--- src/common/nx_macros.svh ---
// =========================================================================
// Width and depth definitions for the column aggregation subsystem.
// Include this header in any file that sizes a field, a vector or a FIFO;
// the matching typedefs live in the node and message packages.
// =========================================================================

`ifndef NX_MACROS_SVH
`define NX_MACROS_SVH

// =========================================================================
// Mesh addressing
// =========================================================================

// Row address of a node within the mesh
`define NX_ROW_W 4

// Column address of a node within the mesh
`define NX_COL_W 4

// =========================================================================
// Message layout
// =========================================================================

// Output index carried by signal messages, 5 bits gives 32 outputs
`define NX_INDEX_W 5

// Full packed message width, header plus payload plus index plus state
`define NX_MSG_W 32

// Host-bound buffering depth in messages
`define NX_FIFO_DEPTH 4

`endif
--- src/common/nx_node_pkg.sv ---
// =========================================================================
// Mesh node identity types. Aggregators compare incoming message
// addresses against a node_id_t to find messages for their column.
// =========================================================================

`include "nx_macros.svh"

package nx_node_pkg;

    // Row address within the mesh
    typedef logic [`NX_ROW_W-1:0] row_t;

    // Column address within the mesh
    typedef logic [`NX_COL_W-1:0] column_t;

    // Full node identity, row in the upper bits
    typedef struct packed {
        row_t    row;
        column_t column;
    } node_id_t;

endpackage : nx_node_pkg

--- src/common/nx_msg_pkg.sv ---
// =========================================================================
// Message format carried on every mesh and host stream. Streams pass a
// node_message_t alongside a valid and ready pair; only signal messages
// are decoded, all other payloads are opaque to the aggregators.
// =========================================================================

`include "nx_macros.svh"

package nx_msg_pkg;

    // =====================================================================
    // Command encoding
    // =====================================================================

    // Two bit command, order fixes the encoding
    typedef enum logic [1:0] {
        CMD_LOAD,
        CMD_INPUT,
        CMD_SIGNAL,
        CMD_CONTROL
    } node_command_e;

    // =====================================================================
    // Header and body
    // =====================================================================

    // Target node address plus command, 10 bits
    typedef struct packed {
        nx_node_pkg::row_t    row;
        nx_node_pkg::column_t column;
        node_command_e        command;
    } msg_header_t;

    // Position within an aggregator output vector
    typedef logic [`NX_INDEX_W-1:0] output_index_t;

    // Complete message, header at the top
    // Signal messages use only index and state
    // Other commands treat payload, index and state as data
    typedef struct packed {
        msg_header_t   header;
        logic [15:0]   payload;
        output_index_t index;
        logic          state;
    } node_message_t;

endpackage : nx_msg_pkg

--- src/hdl/nx_agg_column.sv ---
// =========================================================================
// Column aggregation top level. The far aggregator forwards its traffic
// into the near aggregator, whose merged stream is buffered by the host
// FIFO. o_idle is high once every stage has drained.
// =========================================================================

`timescale 1ns/10ps
`include "nx_macros.svh"

module nx_agg_column (
      input  logic                            i_clk
    , input  logic                            i_rst_n
    // Node identities
    , input  nx_node_pkg::node_id_t           i_far_node_id
    , input  nx_node_pkg::node_id_t           i_near_node_id
    // Far mesh inbound
    , input  nx_msg_pkg::node_message_t       i_far_inbound_data
    , input  logic                            i_far_inbound_valid
    , output logic                            o_far_inbound_ready
    // Near mesh inbound
    , input  nx_msg_pkg::node_message_t       i_near_inbound_data
    , input  logic                            i_near_inbound_valid
    , output logic                            o_near_inbound_ready
    // Captured output state per aggregator
    , output logic [(1 << `NX_INDEX_W)-1:0]   o_far_outputs
    , output logic [(1 << `NX_INDEX_W)-1:0]   o_near_outputs
    // Host port
    , output nx_msg_pkg::node_message_t       o_host_data
    , output logic                            o_host_valid
    , input  logic                            i_host_ready
    , output logic                            o_idle
);

    import nx_msg_pkg::*;

    localparam int OUTPUTS = 1 << `NX_INDEX_W;

    // Far to near link
    node_message_t far_out_data;
    logic          far_out_valid;
    logic          far_out_ready;

    // Near to FIFO link
    node_message_t near_out_data;
    logic          near_out_valid;
    logic          fifo_wr_ready;

    logic          far_idle;
    logic          near_idle;
    logic          fifo_empty;

    // =====================================================================
    // Aggregator chain
    // =====================================================================

    // End of the chain, passthrough tied idle
    nx_aggregator #(
        .OUTPUTS ( OUTPUTS )
    ) u_far_agg (
          .i_clk               ( i_clk               )
        , .i_rst_n             ( i_rst_n             )
        , .i_node_id           ( i_far_node_id       )
        , .o_idle              ( far_idle            )
        , .o_outputs           ( o_far_outputs       )
        , .i_inbound_data      ( i_far_inbound_data  )
        , .i_inbound_valid     ( i_far_inbound_valid )
        , .o_inbound_ready     ( o_far_inbound_ready )
        , .i_passthrough_data  ( node_message_t'('0) )
        , .i_passthrough_valid ( 1'b0                )
        , .o_passthrough_ready (                     )
        , .o_outbound_data     ( far_out_data        )
        , .o_outbound_valid    ( far_out_valid       )
        , .i_outbound_ready    ( far_out_ready       )
    );

    nx_aggregator #(
        .OUTPUTS ( OUTPUTS )
    ) u_near_agg (
          .i_clk               ( i_clk                )
        , .i_rst_n             ( i_rst_n              )
        , .i_node_id           ( i_near_node_id       )
        , .o_idle              ( near_idle            )
        , .o_outputs           ( o_near_outputs       )
        , .i_inbound_data      ( i_near_inbound_data  )
        , .i_inbound_valid     ( i_near_inbound_valid )
        , .o_inbound_ready     ( o_near_inbound_ready )
        , .i_passthrough_data  ( far_out_data         )
        , .i_passthrough_valid ( far_out_valid        )
        , .o_passthrough_ready ( far_out_ready        )
        , .o_outbound_data     ( near_out_data        )
        , .o_outbound_valid    ( near_out_valid       )
        , .i_outbound_ready    ( fifo_wr_ready        )
    );

    // =====================================================================
    // Host buffering
    // =====================================================================

    nx_message_fifo #(
        .DEPTH ( `NX_FIFO_DEPTH )
    ) u_host_fifo (
          .i_clk      ( i_clk          )
        , .i_rst_n    ( i_rst_n        )
        , .i_wr_data  ( near_out_data  )
        , .i_wr_valid ( near_out_valid )
        , .o_wr_ready ( fifo_wr_ready  )
        , .o_rd_data  ( o_host_data    )
        , .o_rd_valid ( o_host_valid   )
        , .i_rd_ready ( i_host_ready   )
        , .o_empty    ( fifo_empty     )
    );

    // Whole column drained
    assign o_idle = far_idle && near_idle && fifo_empty;

endmodule : nx_agg_column

--- src/nx_aggregator/nx_aggregator.sv ---
// =========================================================================
// Column aggregator. Captures signal messages for its own column into a
// flopped output vector and merges every other inbound message with the
// passthrough stream from the neighbouring aggregator.
// Chain instances by feeding one outbound into the next passthrough.
// =========================================================================

`timescale 1ns/10ps
`include "nx_macros.svh"

module nx_aggregator #(
    parameter int OUTPUTS = 1 << `NX_INDEX_W
) (
      input  logic                      i_clk
    , input  logic                      i_rst_n
    // Identity and status
    , input  nx_node_pkg::node_id_t     i_node_id
    , output logic                      o_idle
    // Captured output state
    , output logic [OUTPUTS-1:0]        o_outputs
    // Inbound from the mesh
    , input  nx_msg_pkg::node_message_t i_inbound_data
    , input  logic                      i_inbound_valid
    , output logic                      o_inbound_ready
    // Passthrough from the neighbouring aggregator
    , input  nx_msg_pkg::node_message_t i_passthrough_data
    , input  logic                      i_passthrough_valid
    , output logic                      o_passthrough_ready
    // Outbound towards the host
    , output nx_msg_pkg::node_message_t o_outbound_data
    , output logic                      o_outbound_valid
    , input  logic                      i_outbound_ready
);

    import nx_msg_pkg::*;

    logic                     is_signal;
    logic [OUTPUTS-1:0]       outputs_q;
    node_message_t [1:0]      comb_data;
    logic [1:0]               comb_valid;
    logic [1:0]               comb_ready;

    // =====================================================================
    // Signal detection
    // =====================================================================

    // Column match only, any row in the column may signal
    assign is_signal = i_inbound_valid
                    && (i_inbound_data.header.command == CMD_SIGNAL)
                    && (i_inbound_data.header.column == i_node_id.column);

    // =====================================================================
    // Output state
    // =====================================================================

    // Indexed bit takes the message state bit
    always_ff @(posedge i_clk) begin
        if (!i_rst_n) begin
            outputs_q <= '0;
        end else if (is_signal) begin
            for (int idx = 0; idx < OUTPUTS; idx++) begin
                if (output_index_t'(idx) == i_inbound_data.index) begin
                    outputs_q[idx] <= i_inbound_data.state;
                end
            end
        end
    end

    assign o_outputs = outputs_q;

    // =====================================================================
    // Stream merge
    // =====================================================================

    // Slot 0 gets non-signal mesh traffic
    assign comb_data[0]    = i_inbound_data;
    assign comb_valid[0]   = i_inbound_valid && !is_signal;
    // Signals are consumed here, never stalled
    assign o_inbound_ready = is_signal || comb_ready[0];

    // Slot 1 gets the neighbour
    assign comb_data[1]        = i_passthrough_data;
    assign comb_valid[1]       = i_passthrough_valid;
    assign o_passthrough_ready = comb_ready[1];

    nx_stream_arbiter u_combiner (
          .i_clk       ( i_clk            )
        , .i_rst_n     ( i_rst_n          )
        , .i_data      ( comb_data        )
        , .i_valid     ( comb_valid       )
        , .o_ready     ( comb_ready       )
        , .o_data      ( o_outbound_data  )
        , .o_valid     ( o_outbound_valid )
        , .i_out_ready ( i_outbound_ready )
    );

    // Nothing offered and nothing pending
    assign o_idle = !i_inbound_valid && !i_passthrough_valid && !o_outbound_valid;

    // Mesh source must hold a stalled message
    a_inbound_held : assert property (
        @(posedge i_clk) disable iff (!i_rst_n)
        (i_inbound_valid && !o_inbound_ready)
            |=> (i_inbound_valid && $stable(i_inbound_data))
    );

endmodule : nx_aggregator

--- src/hdl/nx_message_fifo.sv ---
// =========================================================================
// Synchronous valid/ready FIFO for host-bound messages. A written word
// is visible on the read side on the following cycle; write ready drops
// once DEPTH words are held. Reads and writes may share a cycle.
// =========================================================================

`timescale 1ns/10ps
`include "nx_macros.svh"

module nx_message_fifo #(
    parameter int DEPTH = 4
) (
      input  logic                      i_clk
    , input  logic                      i_rst_n
    // Write side
    , input  nx_msg_pkg::node_message_t i_wr_data
    , input  logic                      i_wr_valid
    , output logic                      o_wr_ready
    // Read side
    , output nx_msg_pkg::node_message_t o_rd_data
    , output logic                      o_rd_valid
    , input  logic                      i_rd_ready
    , output logic                      o_empty
);

    import nx_msg_pkg::*;

    localparam int PTR_W = (DEPTH > 1) ? $clog2(DEPTH) : 1;
    localparam int CNT_W = $clog2(DEPTH + 1);

    logic [`NX_MSG_W-1:0] mem_q [DEPTH];
    logic [PTR_W-1:0]     wr_ptr_q;
    logic [PTR_W-1:0]     rd_ptr_q;
    logic [CNT_W-1:0]     count_q;
    logic                 wr_en;
    logic                 rd_en;

    // Wrap at DEPTH rather than at a power of two
    function automatic logic [PTR_W-1:0] ptr_next(input logic [PTR_W-1:0] ptr);
        return (ptr == PTR_W'(DEPTH - 1)) ? '0 : ptr + 1'b1;
    endfunction

    // Handshakes
    assign o_wr_ready = (count_q != CNT_W'(DEPTH));
    assign o_rd_valid = (count_q != '0);
    assign o_empty    = (count_q == '0);
    assign wr_en      = i_wr_valid && o_wr_ready;
    assign rd_en      = o_rd_valid && i_rd_ready;

    // Pointers and occupancy
    always_ff @(posedge i_clk) begin
        if (!i_rst_n) begin
            wr_ptr_q <= '0;
            rd_ptr_q <= '0;
            count_q  <= '0;
        end else begin
            if (wr_en) wr_ptr_q <= ptr_next(wr_ptr_q);
            if (rd_en) rd_ptr_q <= ptr_next(rd_ptr_q);
            case ({wr_en, rd_en})
                2'b10:   count_q <= count_q + 1'b1;
                2'b01:   count_q <= count_q - 1'b1;
                default: count_q <= count_q;
            endcase
        end
    end

    // Storage
    always_ff @(posedge i_clk) begin
        if (wr_en) begin
            mem_q[wr_ptr_q] <= i_wr_data;
        end
    end

    // Read side shows the head of queue directly
    assign o_rd_data = node_message_t'(mem_q[rd_ptr_q]);

    // An accepted write never lands on an unread word
    a_no_full_write : assert property (
        @(posedge i_clk) disable iff (!i_rst_n)
        wr_en |-> ((count_q == '0) || (wr_ptr_q != rd_ptr_q))
    );

    a_count_bound : assert property (
        @(posedge i_clk) disable iff (!i_rst_n)
        count_q <= CNT_W'(DEPTH)
    );

endmodule : nx_message_fifo

--- src/hdl/nx_stream_arbiter.sv ---
// =========================================================================
// Two input round-robin stream arbiter with a single registered output.
// Inputs and output follow the valid/ready handshake. A winner is loaded
// into the output slot one cycle after it is accepted.
// =========================================================================

`timescale 1ns/10ps
`include "nx_macros.svh"

module nx_stream_arbiter (
      input  logic                            i_clk
    , input  logic                            i_rst_n
    // Competing input streams
    , input  nx_msg_pkg::node_message_t [1:0] i_data
    , input  logic [1:0]                      i_valid
    , output logic [1:0]                      o_ready
    // Registered output slot
    , output nx_msg_pkg::node_message_t       o_data
    , output logic                            o_valid
    , input  logic                            i_out_ready
);

    import nx_msg_pkg::*;

    // =====================================================================
    // Grant selection
    // =====================================================================

    logic                 slot_free;
    logic                 grant_sel;
    logic                 accept;
    logic                 last_q;
    logic                 valid_q;
    logic [`NX_MSG_W-1:0] data_q;

    // Alternate on contention, otherwise take whichever is valid
    always_comb begin
        if (&i_valid) begin
            grant_sel = !last_q;
        end else begin
            grant_sel = i_valid[1];
        end
    end

    // Slot can load when empty or emptying this cycle
    assign slot_free = !valid_q || i_out_ready;
    assign accept    = slot_free && (|i_valid);

    // Ready only towards the granted input
    assign o_ready[0] = slot_free && !grant_sel;
    assign o_ready[1] = slot_free && grant_sel;

    // =====================================================================
    // Output slot
    // =====================================================================

    // Last grant starts at 1 so slot 0 wins first
    always_ff @(posedge i_clk) begin
        if (!i_rst_n) begin
            valid_q <= 1'b0;
            last_q  <= 1'b1;
        end else if (accept) begin
            valid_q <= 1'b1;
            last_q  <= grant_sel;
        end else if (i_out_ready) begin
            valid_q <= 1'b0;
        end
    end

    // Held message
    always_ff @(posedge i_clk) begin
        if (accept) begin
            data_q <= i_data[grant_sel];
        end
    end

    assign o_data  = node_message_t'(data_q);
    assign o_valid = valid_q;

    // Stalled output must not change under the consumer
    a_out_stable : assert property (
        @(posedge i_clk) disable iff (!i_rst_n)
        (o_valid && !i_out_ready) |=> (o_valid && $stable(o_data))
    );

endmodule : nx_stream_arbiter

--- config.mk ---
export PLATFORM = sky130hd
export DESIGN_NAME = nx_agg_column
export DESIGN_NICKNAME = d
export VERILOG_FILES = /design/src/common/nx_node_pkg.sv /design/src/common/nx_msg_pkg.sv /design/src/hdl/nx_agg_column.sv /design/src/nx_aggregator/nx_aggregator.sv /design/src/hdl/nx_message_fifo.sv /design/src/hdl/nx_stream_arbiter.sv
export VERILOG_INCLUDE_DIRS = /design/src /design/src/common
export SDC_FILE = /design/constraint.sdc
export NUM_CORES = 1
export LEC_CHECK = 0
export BUFFER_PORTS_ARGS = -buffer_cell sky130_fd_sc_hd__buf_2
export CORE_MARGIN = 3
export CORE_UTILIZATION = 50
export CTS_BUF_LIST = sky130_fd_sc_hd__clkbuf_8
export CTS_CLUSTER_SIZE = 24
export DETAILED_ROUTE_END_ITERATION = 8
export PLACE_DENSITY = 0.74
export SLEW_MARGIN = 15
export SYNTH_ARGS = -nofsm -noshare
export SYNTH_HDL_FRONTEND = slang
export SYNTH_SLANG_ARGS = --single-unit
--- constraint.sdc ---
create_clock -name i_clk -period 3.2 [get_ports i_clk]
set_input_delay 0.32 -clock i_clk [delete_from_list [all_inputs] [get_ports i_clk]]
set_output_delay 0.32 -clock i_clk [all_outputs]
set_load 0.02 [all_outputs]
* Yosys cells after proc, flatten, opt, wreduce, memory -nomap -nowiden
Memories as Yosys holds them, arrays and structs flattened. A register that Yosys moved wholly into a read port is not among the register bits.
Cells that the tools add are included.
W data, S select, Z words.
** Operators by class
- $lt $le $gt $ge :: 1
- Add/subtract/negate cells :: 4
- Mux-type cells :: 14
- Equal/unequal tests :: 71
- Reduce and logical (&&, ||, !) cells :: 102
** Operators with widths (count)
- $eq A5 B5 Y1 const A :: 32
- $reduce_and A2 Y1 :: 65
- $eq A4 B5 Y1 const A :: 16
- $mux W32 :: 2
- $eq A3 B5 Y1 const A :: 8
- $eq A2 B5 Y1 const A :: 4
- $logic_and A1 B1 Y1 :: 17
- $eq A1 B5 Y1 const A :: 2
- $eq A2 B2 Y1 const B :: 5
- $logic_not A5 Y1 :: 2
- $eq A4 B4 Y1 :: 2
- $logic_not A1 Y1 :: 8
- $mux W2 :: 4
- $mux W1 :: 7
- $pmux W3 S2 :: 1
- $reduce_bool A2 Y1 :: 3
- $add A2 B1 Y2 const B :: 2
- $logic_or A1 B1 Y1 :: 4
- $add A3 B1 Y3 const B :: 1
- $logic_not A3 Y1 :: 1
- $ne A3 B3 Y1 const B :: 1
- $reduce_bool A3 Y1 :: 1
- $sub A3 B1 Y3 const B :: 1
- $eq A2 B1 Y1 const B :: 1
- 2 further kinds :: 2
** Storage, ports and cells
- Bits in registers :: 138
- Input bits :: 85
- Bits in writable memories :: 128
- Word-level logic and storage cells :: 265
- Output and inout port bits :: 100
- Memories kept :: 1
** Memories
- u_host_fifo.mem_q :: words 4, width 32, rd ports 1, clocked after Yosys merged registers in 1, wr ports 1, RTL line nx_message_fifo.sv:31 : logic [`NX_MSG_W-1:0] mem_q [DEPTH];

* Logic depth before layout (Yosys ltp)
- Word-level depth :: 11
- Mapped depth :: 9
- Depth with buffers taken out :: 9

* Hierarchy
Synthesis repeated with hierarchy kept, for this count alone.
** Second synthesis, totals
- Cells, all modules :: 715
- Area total of the unflattened synthesis :: 11173.2 µm²
** Modules (own cells, without submodules)
- nx_message_fifo :: cells each 223, area an instance 5109.9 µm², times used 1, sequential area each 4023.9 µm²
- nx_aggregator :: cells each 165, area an instance 1559.0 µm², times used 2, sequential area each 640.6 µm²
- nx_stream_arbiter :: cells each 80, area an instance 1467.7 µm², times used 2, sequential area each 1001.0 µm²
- nx_agg_column :: cells each 2, area an instance 10.0 µm², times used 1, sequential area each 0.0 µm²

* Worst setup path after synthesis
No wires, ideal clock.
- Kind :: input to register
- From :: input i_near_inbound_data[27] in the netlist's numbering
- To :: register u_near_agg.u_combiner.data_q[0] (netlist: u_near_agg.u_combiner.o_data[0]) (enable)
- Arrival :: 2592 ps
- Setup time :: 432 ps
- Data required time :: 2768 ps
- Stages on the path :: 6
- Path buffers :: 2
- Setup slack :: 176 ps
- Cells stage by stage :: xnor2_1 nand4b_1 buf_2 buf_2 o21ai_0 a21oi_1
** On the way
- Word-level cells in the longest chain between the ends :: 6
** Ends and longest elaborated chain
- start, declared :: RTL line nx_agg_column.sv:21 : , input nx_msg_pkg::node_message_t i_near_inbound_data
- $eq A4 B4 Y1 :: RTL line nx_aggregator.sv:50 : && (i_inbound_data.header.column == i_node_id.column);
- $logic_and A1 B1 Y1 :: RTL line nx_aggregator.sv:50
- $logic_not A1 Y1 :: RTL line nx_aggregator.sv:77 : assign comb_valid[0] = i_inbound_valid && !is_signal;
- $logic_and A1 B1 Y1 :: RTL line nx_aggregator.sv:77
- $reduce_or A2 Y1 :: RTL line nx_stream_arbiter.sv:47 : assign accept = slot_free && (|i_valid);
- $logic_and A1 B1 Y1 :: RTL line nx_stream_arbiter.sv:47
- named net u_near_agg.u_combiner.accept :: RTL line nx_stream_arbiter.sv:31 : logic accept;
- end signal, assigned :: RTL line nx_stream_arbiter.sv:73 : data_q <= i_data[grant_sel];
- end, declared :: RTL line nx_stream_arbiter.sv:34 : logic [`NX_MSG_W-1:0] data_q;
The timed path passes the listed nets, and every way through them passes these cells.
A chain may end at the register's enable or synchronous reset.

==> qor.yml <==
pwr:
  switching_share_pct: 27.0
  power_mw: 8.66
  p_leak_nw: 5.07
  power_density_mw_per_mm2: 635
  ir_worst_vdd_mv: 0.357
  power.clock.fraction_pct: 34.6
  seq_power_share_pct: 48.5
  power.switching_mw: 2.34
  internal_power_mw: 6.32
  combPwrFrac_pct: 16.9
clocking:
  ctsResizeCount: 0
  cts_buffers: 45
  clk_latency_ps: 550
  ctsRootBufferMaster: "clkbuf_8"
  path_clk_slew_ps: 60
  ctsLongestPathBuffers: 3
  cts.sinks: 268
  htreeDepth: 2
  cts_tree: "built"
  cts.repair_timing.setup_buffer_count: 0
synthesis:
  synth_cell_type_count: 45
  yosysSeqAreaShare_pct: 64.4
  avgSynthCellArea_um2: 14.0
  synth_nets: 902
  ys_async_sr_fraction_pct: 0
  yosys.area.top_type: "edfxtp_1"
  synthTopCellsByArea: "edfxtp_1 (51%), dfxtp_1 (13%), mux4_2 (6.4%)"
  synth_common_cells: "edfxtp_1 (192), nand2_1 (144), dfxtp_1 (76), o211ai_1 (62), mux2i_1 (61)"
  synth_area_mm2: 0.0113
  synth_cells: 810
  ys_warn_count: 0
  synth-main-ff-cell: "edfxtp_1"
  synth.most_common_cell: "edfxtp_1"
  synth_seq_cells: 268
  netlist.area_leader.share_pct: 51.0
  synth-edff-count: 192
placed_design:
  dp.cells: 1223
  dpl_worst_slack_ps: 388
  place_congestion: 0.793
  port-buffer-count: 176
  hpwl_um: 15700
sta:
  fin_crit_sh_pct: 80.9
  timing.fmax_mhz: 386
  tightest_slew_ps: 1160
  finalWorstSetupSlack_ps: 612
  rsz0062_at_grt: "no"
  final_hold_viol_count: 0
  holdWs_ps: 91.3
  tns_ps: 0
  setup_viol: 0
  min_period_ps: 2590
  drv_slew: 0
  skew_ps: 22.5
  slew_headroom_pct: 22.7
grt:
  grt.met3_usage_pct: 6.42
  grt_util_met1_pct: 26.4
  antenna_found_initial: 1
  use_met2_pct: 32.1
  top_usage_layer: "met2"
  grt_max_degree: 62
  grt_pass1_wl_um: 38700
  grt_usage_pct: 20.0
  grt_overflow: 0
  grt_pass1_vias: 7362
route:
  first_pass_iters: 5
  postRouteAntennaNets: 0
  via_per_inst: 5.56
  drc: 0
  via_count: 7406
  wl_um: 24700
  drtIter0Drc: 407
  wire_per_inst_um: 18.5
floorplanning:
  fp-row-count: 54
  core_area_mm2: 0.0220
  io_pins: 185
  start_util_pct: 51.4
  die_width_um: 156
  dieArea_mm2: 0.0245
  dieHeight_um: 156
final_layout:
  nNetsFinal: 1109
  fin_cells: 1331
  multi_input_area_mm2: 0.00371
  drive_gt1_share_pct: 31.7
  diodes: 0
  register_area_mm2: 0.00729
  n_fill_cell: 1713
  syn2layout_area_growth_pct: 20.5
setup_path:
  crit_arrival_ps: 2270
  worstPathRequired_ps: 2880
  cp_max_fo: 14
  startpoint_type: "register"
  critPathKind: "reg -> out"
  cp-end-kind: "primary output"
flow_run:
  maxCapViolCount: 0
status:
  status: "completed"
hold_path:
  holdCritPathClass: "in -> reg"
-- state kept, by name (all words and copies together), names as in the netlist, named ones only --
register / cells
u_near_agg.u_combiner.last_q: 1
u_near_agg.u_combiner.o_data: 32
u_host_fifo.count_q: 3
u_near_agg.o_outputs: 32
u_host_fifo.rd_ptr_q: 2
u_host_fifo.wr_ptr_q: 2
u_far_agg.u_combiner.o_data: 32
u_near_agg.u_combiner.o_valid: 1
u_far_agg.u_combiner.o_valid: 1
u_far_agg.o_outputs: 32
u_host_fifo.mem_q: 128
-- worst max-delay path, cell delays in order, from the launching register on --
cell	delay, ps
dfxtp_2	640
buf_4	350
mux4_2	550
buf_2	180
-- layout make-up --
type                    count  share of cell area [%]
flip-flops and latches    268                    53.4
multi-input cells         466                    27.2
repair buffers            226                    9.80
clock buffers              57                    5.75
well taps                 280                    2.57
clock inverters            24                   0.945
inverters                  10                   0.275
-- timing repair --
item | in CTS | in global routing
hold buffers | 27 | 0
setup endpoints to repair | 0 | 0
endpoints found under the hold margin | 27 | 0
-- power by group through the flow --
stage	clock network, mW	registers, mW	logic (mW)
final	3.00	4.21	1.46
after floorplan	0	4.17	1.07
after detailed placement	0	4.28	1.45
after global routing	3.24	4.24	1.58
after global placement	0	4.27	1.43
after CTS	3.07	4.21	1.48
-- cells by family (layout without fill, tap and decap cells) --
group                    count (synthesis)  after routing  synth area share, %
adder cells (fa/ha/maj)                  7              7                0.841
XOR/XNOR                                10             10                0.774
flip-flops                             268            268                 64.4
multiplexers                            93             93                 11.8
AO/OA/AOI/OAI                           92             92                 6.05
AND/OR/NAND/NOR                        264            264                 13.1
buffers and inverters                   76            317                 3.06
-- final timing paths --
path | startpoint | endpoint | slack (ps) | depth (start not counted)
max | register | o_host_data[23] | 610 | 3
min | i_far_inbound_data[4] | u_far_agg.u_combiner.o_data[4] | 90 | 1
max reg2reg | u_far_agg.u_combiner.o_valid | u_near_agg.u_combiner.o_data[4] | 950 | 2
min reg2reg | u_near_agg.o_outputs[21] | u_near_agg.o_outputs[21] | 460 | 2
-- layout by cell type (no fill, tap or decap), types with 3 or more instances in the layout --
master         Yosys  layout
a21boi_0           5       5
and2_1             8       4
and2_2             0       4
buf_2             19     176
buf_4              2      22
clkbuf_8           0      57
clkinv_1           1       5
clkinv_2           0       6
dfxtp_1           76      74
dlygate4sd3_1      0      27
edfxtp_1         192     192
ha_1               6       6
inv_1              9      21
mux2i_1           61      61
mux4_2            32      32
nand2_1          144     144
nand2b_1           4       4
nand3_1           10      10
nand4_1           16      16
nand4b_1          17      17
nor2_1            15      15
nor2b_1            8       7
nor3_1             6       6
nor4_2            24      24
o211ai_1          62      62
o21a_1             3       3
o21ai_0            6       6
o311ai_0           5       5
o41ai_1            5       5
or3_1              3       3
xnor2_1            6       6
xor2_1             4       4
-- metal layers --
layer	up-vias	routed length [µm]
li1	3507	-
met1	3568	10200
met2	280	11700
met3	49	2240
met4	2	471
met5	-	7
-- metrics by stage --
step | util (%) | instance area (µm²)
finish | 61.9 | 13600
global route | 61.9 | 13600
CTS | 61.9 | 13600
detailed placement | 56.5 | 12500
global placement | 56.5 | 12500
floorplan | - | 11300
(Power assumes the default switching activity.)
